==> config.mk <==
export PLATFORM = sky130hd
export DESIGN_NAME = crypto_control
export DESIGN_NICKNAME = d
export VERILOG_FILES = /design/src/crypto_pkg.sv /design/src/range_if.sv /design/src/crypto_control.sv /design/src/result_writer.sv /design/src/crypto_fsm.sv /design/src/sm_selector.sv /design/src/range_walker.sv
export SDC_FILE = /design/constraint.sdc
export NUM_CORES = 1
export LEC_CHECK = 0
export BUFFER_PORTS_ARGS = -buffer_cell sky130_fd_sc_hd__buf_2
export CORE_MARGIN = 2
export CORE_UTILIZATION = 30
export CTS_CLUSTER_DIAMETER = 200
export CTS_CLUSTER_SIZE = 14
export DETAILED_ROUTE_END_ITERATION = 8
export MAX_ROUTING_LAYER = met4
export PLACE_DENSITY_LB_ADDON = 0.1
export SYNTH_ARGS = -nofsm -noshare
export SYNTH_HDL_FRONTEND = slang
export SYNTH_SLANG_ARGS = --single-unit
==> constraint.sdc <==
create_clock -name clk -period 6.8 [get_ports clk]
set_clock_uncertainty 0.1 [all_clocks]
set_input_delay 1.02 -clock clk [delete_from_list [all_inputs] [get_ports clk]]
set_output_delay 1.02 -clock clk [all_outputs]
set_load 0.05 [all_outputs]
==> src/crypto_pkg.sv <==
`default_nettype none

package crypto_pkg;

    // processor word, also used for addresses and register values
    typedef logic [15:0] word_t;

    // commands handled without a cipher engine
    typedef enum logic [1:0]
    {
        CMD_NONE    = 2'd0,
        CMD_DISABLE = 2'd1,
        CMD_ID      = 2'd2,
        CMD_ID_PREV = 2'd3
    } cmd_e;

    // module table requests, answered on sm_data
    typedef enum logic [2:0]
    {
        SM_REQ_NONE     = 3'd0,
        SM_REQ_PUBSTART = 3'd1,
        SM_REQ_PUBEND   = 3'd2,
        SM_REQ_SECSTART = 3'd3,
        SM_REQ_SECEND   = 3'd4,
        SM_REQ_ID       = 3'd5
    } sm_req_e;

    // byte distance between consecutive words
    localparam word_t WORD_STEP = 16'd2;

    // destination selects for the register file write
    localparam word_t DEST_R15 = 16'h8000;
    localparam word_t DEST_PC  = 16'h0001;

    // value returned to r15 when a command is refused
    localparam word_t RESULT_FAIL = 16'h0000;

endpackage

`default_nettype wire
==> src/range_if.sv <==
`timescale 1ns/1ns
`default_nettype none

interface range_if;
    import crypto_pkg::*;

    // strobes from the controller
    logic  load_base;
    logic  load_limit;
    logic  step;

    // walker state back to the controller
    word_t addr;
    logic  done;

    modport ctrl
    (
        output load_base,
        output load_limit,
        output step,
        input  addr,
        input  done
    );

    modport walker
    (
        input  load_base,
        input  load_limit,
        input  step,
        output addr,
        output done
    );

endinterface

`default_nettype wire

==> src/crypto_control.sv <==
`timescale 1ns/1ns
`default_nettype none

module crypto_control
(
    input  logic                clk,
    input  logic                reset,
    input  logic                start,
    input  crypto_pkg::cmd_e    cmd,
    input  crypto_pkg::word_t   pc,
    input  crypto_pkg::word_t   r15,
    input  crypto_pkg::word_t   sm_data,
    input  crypto_pkg::word_t   sm_prev_id,
    input  logic                sm_data_select_valid,
    input  logic                sm_key_select_valid,
    output logic                busy,
    output crypto_pkg::sm_req_e sm_request,
    output crypto_pkg::word_t   sm_data_select,
    output crypto_pkg::word_t   sm_key_select,
    output logic                mb_en,
    output logic [1:0]          mb_wr,
    output crypto_pkg::word_t   mab,
    output crypto_pkg::word_t   data_out,
    output logic                reg_write,
    output crypto_pkg::word_t   dest_reg,
    output crypto_pkg::word_t   reg_data_out
);

    logic sm_valid;
    logic report_ok;
    logic report_fail;

    range_if rng_i ();

    sm_selector sm_selector_i
    (
        .clk                  (clk),
        .reset                (reset),
        .cmd                  (cmd),
        .pc                   (pc),
        .r15                  (r15),
        .sm_data_select_valid (sm_data_select_valid),
        .sm_key_select_valid  (sm_key_select_valid),
        .sm_data_select       (sm_data_select),
        .sm_key_select        (sm_key_select),
        .sm_valid             (sm_valid)
    );

    crypto_fsm crypto_fsm_i
    (
        .clk         (clk),
        .reset       (reset),
        .start       (start),
        .cmd         (cmd),
        .sm_valid    (sm_valid),
        .rng         (rng_i.ctrl),
        .busy        (busy),
        .sm_request  (sm_request),
        .mb_en       (mb_en),
        .mb_wr       (mb_wr),
        .data_out    (data_out),
        .report_ok   (report_ok),
        .report_fail (report_fail)
    );

    // bounds are loaded straight from the module table answer
    range_walker range_walker_i
    (
        .clk     (clk),
        .sm_data (sm_data),
        .rng     (rng_i.walker)
    );

    result_writer result_writer_i
    (
        .clk          (clk),
        .reset        (reset),
        .cmd          (cmd),
        .report_ok    (report_ok),
        .report_fail  (report_fail),
        .sm_data      (sm_data),
        .sm_prev_id   (sm_prev_id),
        .r15          (r15),
        .reg_write    (reg_write),
        .dest_reg     (dest_reg),
        .reg_data_out (reg_data_out)
    );

    assign mab = rng_i.addr;

endmodule

`default_nettype wire

==> src/result_writer.sv <==
`timescale 1ns/1ns
`default_nettype none

module result_writer
(
    input  logic              clk,
    input  logic              reset,
    input  crypto_pkg::cmd_e  cmd,
    input  logic              report_ok,
    input  logic              report_fail,
    input  crypto_pkg::word_t sm_data,
    input  crypto_pkg::word_t sm_prev_id,
    input  crypto_pkg::word_t r15,
    output logic              reg_write,
    output crypto_pkg::word_t dest_reg,
    output crypto_pkg::word_t reg_data_out
);
    import crypto_pkg::*;

    word_t dest_next;
    word_t data_next;

    always_comb
    begin
        dest_next = DEST_R15;
        data_next = RESULT_FAIL;
        if (report_ok)
        begin
            case (cmd)
                CMD_DISABLE:
                begin
                    // jump back to the continuation address
                    dest_next = DEST_PC;
                    data_next = r15;
                end
                CMD_ID:
                begin
                    // sm_data carries the answer to SM_REQ_ID
                    data_next = sm_data;
                end
                CMD_ID_PREV:
                begin
                    data_next = sm_prev_id;
                end
                default:
                begin
                end
            endcase
        end
    end

    always_ff @(posedge clk)
    begin
        if (reset || !(report_ok || report_fail))
        begin
            reg_write    <= 1'b0;
            dest_reg     <= '0;
            reg_data_out <= '0;
        end
        else
        begin
            reg_write    <= 1'b1;
            dest_reg     <= dest_next;
            reg_data_out <= data_next;
        end
    end

endmodule

`default_nettype wire

==> src/crypto_fsm.sv <==
`timescale 1ns/1ns
`default_nettype none

module crypto_fsm
(
    input  logic                clk,
    input  logic                reset,
    input  logic                start,
    input  crypto_pkg::cmd_e    cmd,
    input  logic                sm_valid,
    range_if.ctrl               rng,
    output logic                busy,
    output crypto_pkg::sm_req_e sm_request,
    output logic                mb_en,
    output logic [1:0]          mb_wr,
    output crypto_pkg::word_t   data_out,
    output logic                report_ok,
    output logic                report_fail
);
    import crypto_pkg::*;

    typedef enum logic [3:0]
    {
        IDLE,
        CHECK_SM,
        CODE_START,
        CODE_END,
        CLEAR_CODE,
        DATA_START,
        DATA_END,
        CLEAR_DATA,
        SUCCESS,
        FAIL
    } state_e;

    state_e state;
    state_e next_state;

    always_ff @(posedge clk)
    begin
        if (reset)
        begin
            state <= IDLE;
        end
        else
        begin
            state <= next_state;
        end
    end

    always_comb
    begin
        next_state = state;
        case (state)
            IDLE:
            begin
                if (start)
                begin
                    next_state = CHECK_SM;
                end
            end
            CHECK_SM:
            begin
                if (!sm_valid)
                begin
                    next_state = FAIL;
                end
                else if (cmd == CMD_DISABLE)
                begin
                    next_state = CODE_START;
                end
                else
                begin
                    next_state = SUCCESS;
                end
            end
            CODE_START:
            begin
                next_state = CODE_END;
            end
            CODE_END:
            begin
                next_state = CLEAR_CODE;
            end
            CLEAR_CODE:
            begin
                if (rng.done)
                begin
                    next_state = DATA_START;
                end
            end
            DATA_START:
            begin
                next_state = DATA_END;
            end
            DATA_END:
            begin
                next_state = CLEAR_DATA;
            end
            CLEAR_DATA:
            begin
                if (rng.done)
                begin
                    next_state = SUCCESS;
                end
            end
            default:
            begin
                // SUCCESS and FAIL both end the command
                next_state = IDLE;
            end
        endcase
    end

    // outputs follow the current state only
    always_comb
    begin
        busy           = (state != IDLE);
        sm_request     = SM_REQ_NONE;
        mb_en          = 1'b0;
        mb_wr          = 2'b00;
        data_out       = '0;
        rng.load_base  = 1'b0;
        rng.load_limit = 1'b0;
        rng.step       = 1'b0;
        report_ok      = 1'b0;
        report_fail    = 1'b0;
        case (state)
            CODE_START:
            begin
                sm_request    = SM_REQ_PUBSTART;
                rng.load_base = 1'b1;
            end
            CODE_END:
            begin
                sm_request     = SM_REQ_PUBEND;
                rng.load_limit = 1'b1;
            end
            DATA_START:
            begin
                sm_request    = SM_REQ_SECSTART;
                rng.load_base = 1'b1;
            end
            DATA_END:
            begin
                sm_request     = SM_REQ_SECEND;
                rng.load_limit = 1'b1;
            end
            CLEAR_CODE, CLEAR_DATA:
            begin
                // zero one word per cycle until the limit is reached
                if (!rng.done)
                begin
                    mb_en    = 1'b1;
                    mb_wr    = 2'b11;
                    rng.step = 1'b1;
                end
            end
            SUCCESS:
            begin
                sm_request = SM_REQ_ID;
                report_ok  = 1'b1;
            end
            FAIL:
            begin
                report_fail = 1'b1;
            end
            default:
            begin
            end
        endcase
    end

endmodule

`default_nettype wire

==> src/sm_selector.sv <==
`timescale 1ns/1ns
`default_nettype none

module sm_selector
(
    input  logic              clk,
    input  logic              reset,
    input  crypto_pkg::cmd_e  cmd,
    input  crypto_pkg::word_t pc,
    input  crypto_pkg::word_t r15,
    input  logic              sm_data_select_valid,
    input  logic              sm_key_select_valid,
    output crypto_pkg::word_t sm_data_select,
    output crypto_pkg::word_t sm_key_select,
    output logic              sm_valid
);
    import crypto_pkg::*;

    logic valid_next;

    // id looks up the module holding r15, everything else the caller
    assign sm_data_select = (cmd == CMD_ID) ? r15 : pc;

    // key lookup tells whether the caller itself is a module
    assign sm_key_select = pc;

    always_comb
    begin
        case (cmd)
            CMD_ID:
            begin
                valid_next = sm_data_select_valid;
            end
            CMD_DISABLE:
            begin
                valid_next = sm_key_select_valid;
            end
            CMD_ID_PREV:
            begin
                valid_next = 1'b1;
            end
            default:
            begin
                valid_next = 1'b0;
            end
        endcase
    end

    // ready for the CHECK_SM state one cycle after start
    always_ff @(posedge clk)
    begin
        if (reset)
        begin
            sm_valid <= 1'b0;
        end
        else
        begin
            sm_valid <= valid_next;
        end
    end

endmodule

`default_nettype wire

==> src/range_walker.sv <==
`timescale 1ns/1ns
`default_nettype none

module range_walker
(
    input  logic              clk,
    input  crypto_pkg::word_t sm_data,
    range_if.walker           rng
);
    import crypto_pkg::*;

    word_t addr_q;
    word_t limit_q;

    // address counter, loaded from the module table or stepped by one word
    always_ff @(posedge clk)
    begin
        if (rng.load_base)
        begin
            addr_q <= sm_data;
        end
        else if (rng.step)
        begin
            addr_q <= addr_q + WORD_STEP;
        end
    end

    // end bound of the current range
    always_ff @(posedge clk)
    begin
        if (rng.load_limit)
        begin
            limit_q <= sm_data;
        end
    end

    assign rng.addr = addr_q;

    // an end at or below the start counts as done right away
    assign rng.done = (addr_q >= limit_q);

endmodule

`default_nettype wire

==> metrics.md <==
| Metric | Value |
|---|---|
| Post-route design area | `4257 sq um` |
| FFs w/ async S/R, synth | `0` |
| Detailed placement HPWL | `roughly 7000 um` |
| Hold Buf Count CTS | `0` |
| Ys Warns | `0` |
| Grt met3 use | `0.01836` |
| Slew @ Worst Pin | `1.169 ns` |
| Antenna violations before repair | `0` |
| First-pass GRT wire length | `14030 um` |
| Post-DRT Antenna Nets | `0` |
| Post-Syn Instances | `approximately 350` |
| Slowest cell on crit path | `nand2b_1` |
| Achievable Freq | `approximately 260 MHz` |
| CP required | `5.68 ns` |
| Area grow syn2layout | `21.54%` |
| Setup WS pre-CTS | `slightly below 3 ns` |
| Number of core rows | `39` |
| Final net count | `between 500 and 600` |
| Main synth FF type | `edfxtp_1` |
| Vias in the first global route | `2722` |
| Power Density | `192.8 nW/um^2` |
| Via/cell ratio | `4.564` |
| Reg2Reg Depth | `6` |
| Final hold viol count | `0` |
| Total power | `roughly 800 uW` |
| Clock slew at reported path FFs | `0.07 ns` |
| Max cap viols | `0` |
| Post-CTS sizing | `0` |
| Synth top area share | `0.2744` |
| Synth Area per Inst | `between 9 and 10 sq um` |
| Cells along the critical path | `buf_2 > nand2b_1 > mux2_2 > buf_2` |
| Hold WC Path Type | `reg -> reg` |
| Hold depth | `2` |
| Lkg Pwr | `around 1.9 nW` |
| Met2 Use GR | `0.2461` |
| Clk root buf | `clkbuf_16` |
| Die area | `approximately 13000 sq um` |
| I/O Buffers | `144` |
| CP dominant cell by count | `buf_2` |
| Most Used Layer, Global Route | `met2` |
| Worst Setup Path Type | `in -> out` |
| DR pass1 iterations | `4` |
| Gr usage total | `0.1443` |
| Io pins | `175` |
| H-Tree Depth | `2` |
| Share of cells above drive strength 1 | `0.4140` |
| CTS tree | `yes` |
| Initial Utilization | `0.3067` |
| CTS max path bufs | `2` |
| Maximum vdd drop | `around 0.0001 V` |
| Crit end category | `output port` |
| Grt ovf | `0` |
| Final period util | `0.5658` |
| Die H | `112.0 um` |
| Core ar. | `about 11000 sq um` |
| Largest area contributor in the netlist | `edfxtp_1` |
| Total Neg Setup Slack | `0 ns` |
| EDFF count, synth | `32` |
| Initial DRC Count | `about 120` |
| GP Congestion | `between 0.7 and 0.8` |
| Startpoint types | `input pin` |
| Netlist Area Pre-Place | `between 3000 and 4000 sq um` |
| Finished Layout Cells | `~610` |
| Worst skew pair latency | `just under 0.3 ns` |
| Arr. time, crit path | `roughly 2.7 ns` |
| Final worst slack | `~3.0 ns` |
| CTS Sinks | `56` |
| Most frequent cell after synthesis | `buf_4` |
| Fillers | `1188` |
| RSZ-0062 raised after global routing | `false` |
| Worst rel slew slack | `0.2158` |
| Final Max Tran Viols | `0` |
| Largest net degree at the start of global routing | `29` |
| Number of library cell types mapped by synthesis | `47` |
| Placed inst area | `4110 sq um` |
| Sequential element share of the synthesized area | `0.4116` |
| Number of buffers created by CTS | `5` |
| Synth top area cells | `edfxtp_1 27%, dfxtp_1 14%, mux2_2 11%, buf_4 10%, ha_1 6.1%` |
| Area of the multi-input gates | `~1700 sq um` |
| Antenna Cells | `0` |
| Met1 GRT Util | `0.1861` |
| Post-route DRC | `0` |
| Routed wire per std cell | `14.91 um` |
| Routed wire length | `9155 um` |
| Worst-path fanout max | `22` |
| #FFs+latches synth | `56` |
| Placed insts | `between 600 and 700` |
| Status | `finished, final reports clean` |
| Most instantiated cells after synthesis | `48 x buf_4, 34 x mux2_2, 32 x edfxtp_1` |
| Register area | `approximately 1400 sq um` |
| Endpoints failing setup | `0` |
| CP peak stage delay | `0.68 ns` |
| Die X | `around 110 um` |
| Via count | `2802` |
| Post-CTS Setup Inserts | `0` |
| Final Critical Period | `~3.8 ns` |
## placed cells by master (no fill, tap or decap), drive strengths merged, types with 5 or more instances in the layout
master  instances
a21oi          10
edfxtp         32
xnor2           9
dfxtp          24
nor2           28
xor2            8
a22oi          16
nand2          23
mux2           34
buf           147
inv            20
o21ai          19
conb           30
clkbuf          8
ha             17
nand4           5
## where the power goes
part | leakage (nW) | total [mW] | switching, mW | internal (mW)
registers | 0.481 | 0.367 | 0.00589 | 0.361
logic | 1.38 | 0.187 | 0.138 | 0.0497
clock network | 0.0712 | 0.267 | 0.119 | 0.148
total | 1.94 | 0.821 | 0.263 | 0.558
## metrics by stage
step / util / hold WS, ns
after global routing: 0.3728 / 0.6135
after floorplan: - / 0.4085
after CTS: 0.3728 / 0.5626
final: 0.3728 / 0.5585
after detailed placement: 0.3600 / 0.5490
after global placement: 0.3600 / 0.5286
## cells by family after synthesis
| logic type | synth area share |
|---|---|
| simple gates | 0.1283 |
| buf+inv | 0.1447 |
| flops | 0.4116 |
| compound gates | 0.09611 |
| mux | 0.1150 |
| fa+ha+maj | 0.06073 |
| xor+xnor | 0.04252 |
| other cells | 0.001071 |
## worst max-delay path: cells and delay by family
kind                   cells  cell delay [ns]
buffers and inverters      2             0.61
and+or+nand+nor            1             0.68
muxes                      1             0.41
## worst paths after layout
check | start | end | slack (ns)
max | cmd[0] | sm_data_select[1] | 2.95
min | crypto_fsm_i.state[0] | crypto_fsm_i.state[3] | 0.56
max reg2reg | range_walker_i.rng.addr[13] | range_walker_i.rng.addr[11] | 4.21
min reg2reg | crypto_fsm_i.state[0] | crypto_fsm_i.state[3] | 0.56
## layout make-up
class | instances | share of cell area
Clock buffer | 8 | 0.03439
Inverter | 20 | 0.01764
Multi-Input combinational cell | 240 | 0.3927
Sequential cell | 56 | 0.3386
Tap cell | 143 | 0.04203
Timing Repair Buffer | 147 | 0.1746
## per-layer routing
| metal | wire [um] | vias up |
|---|---|---|
| met4 | 65 | 0 |
| met3 | 429 | 4 |
| met1 | 4279 | 1304 |
| met2 | 4381 | 108 |
| li1 | - | 1386 |
| met5 | 0 | - |
(Power assumes the default switching activity.)
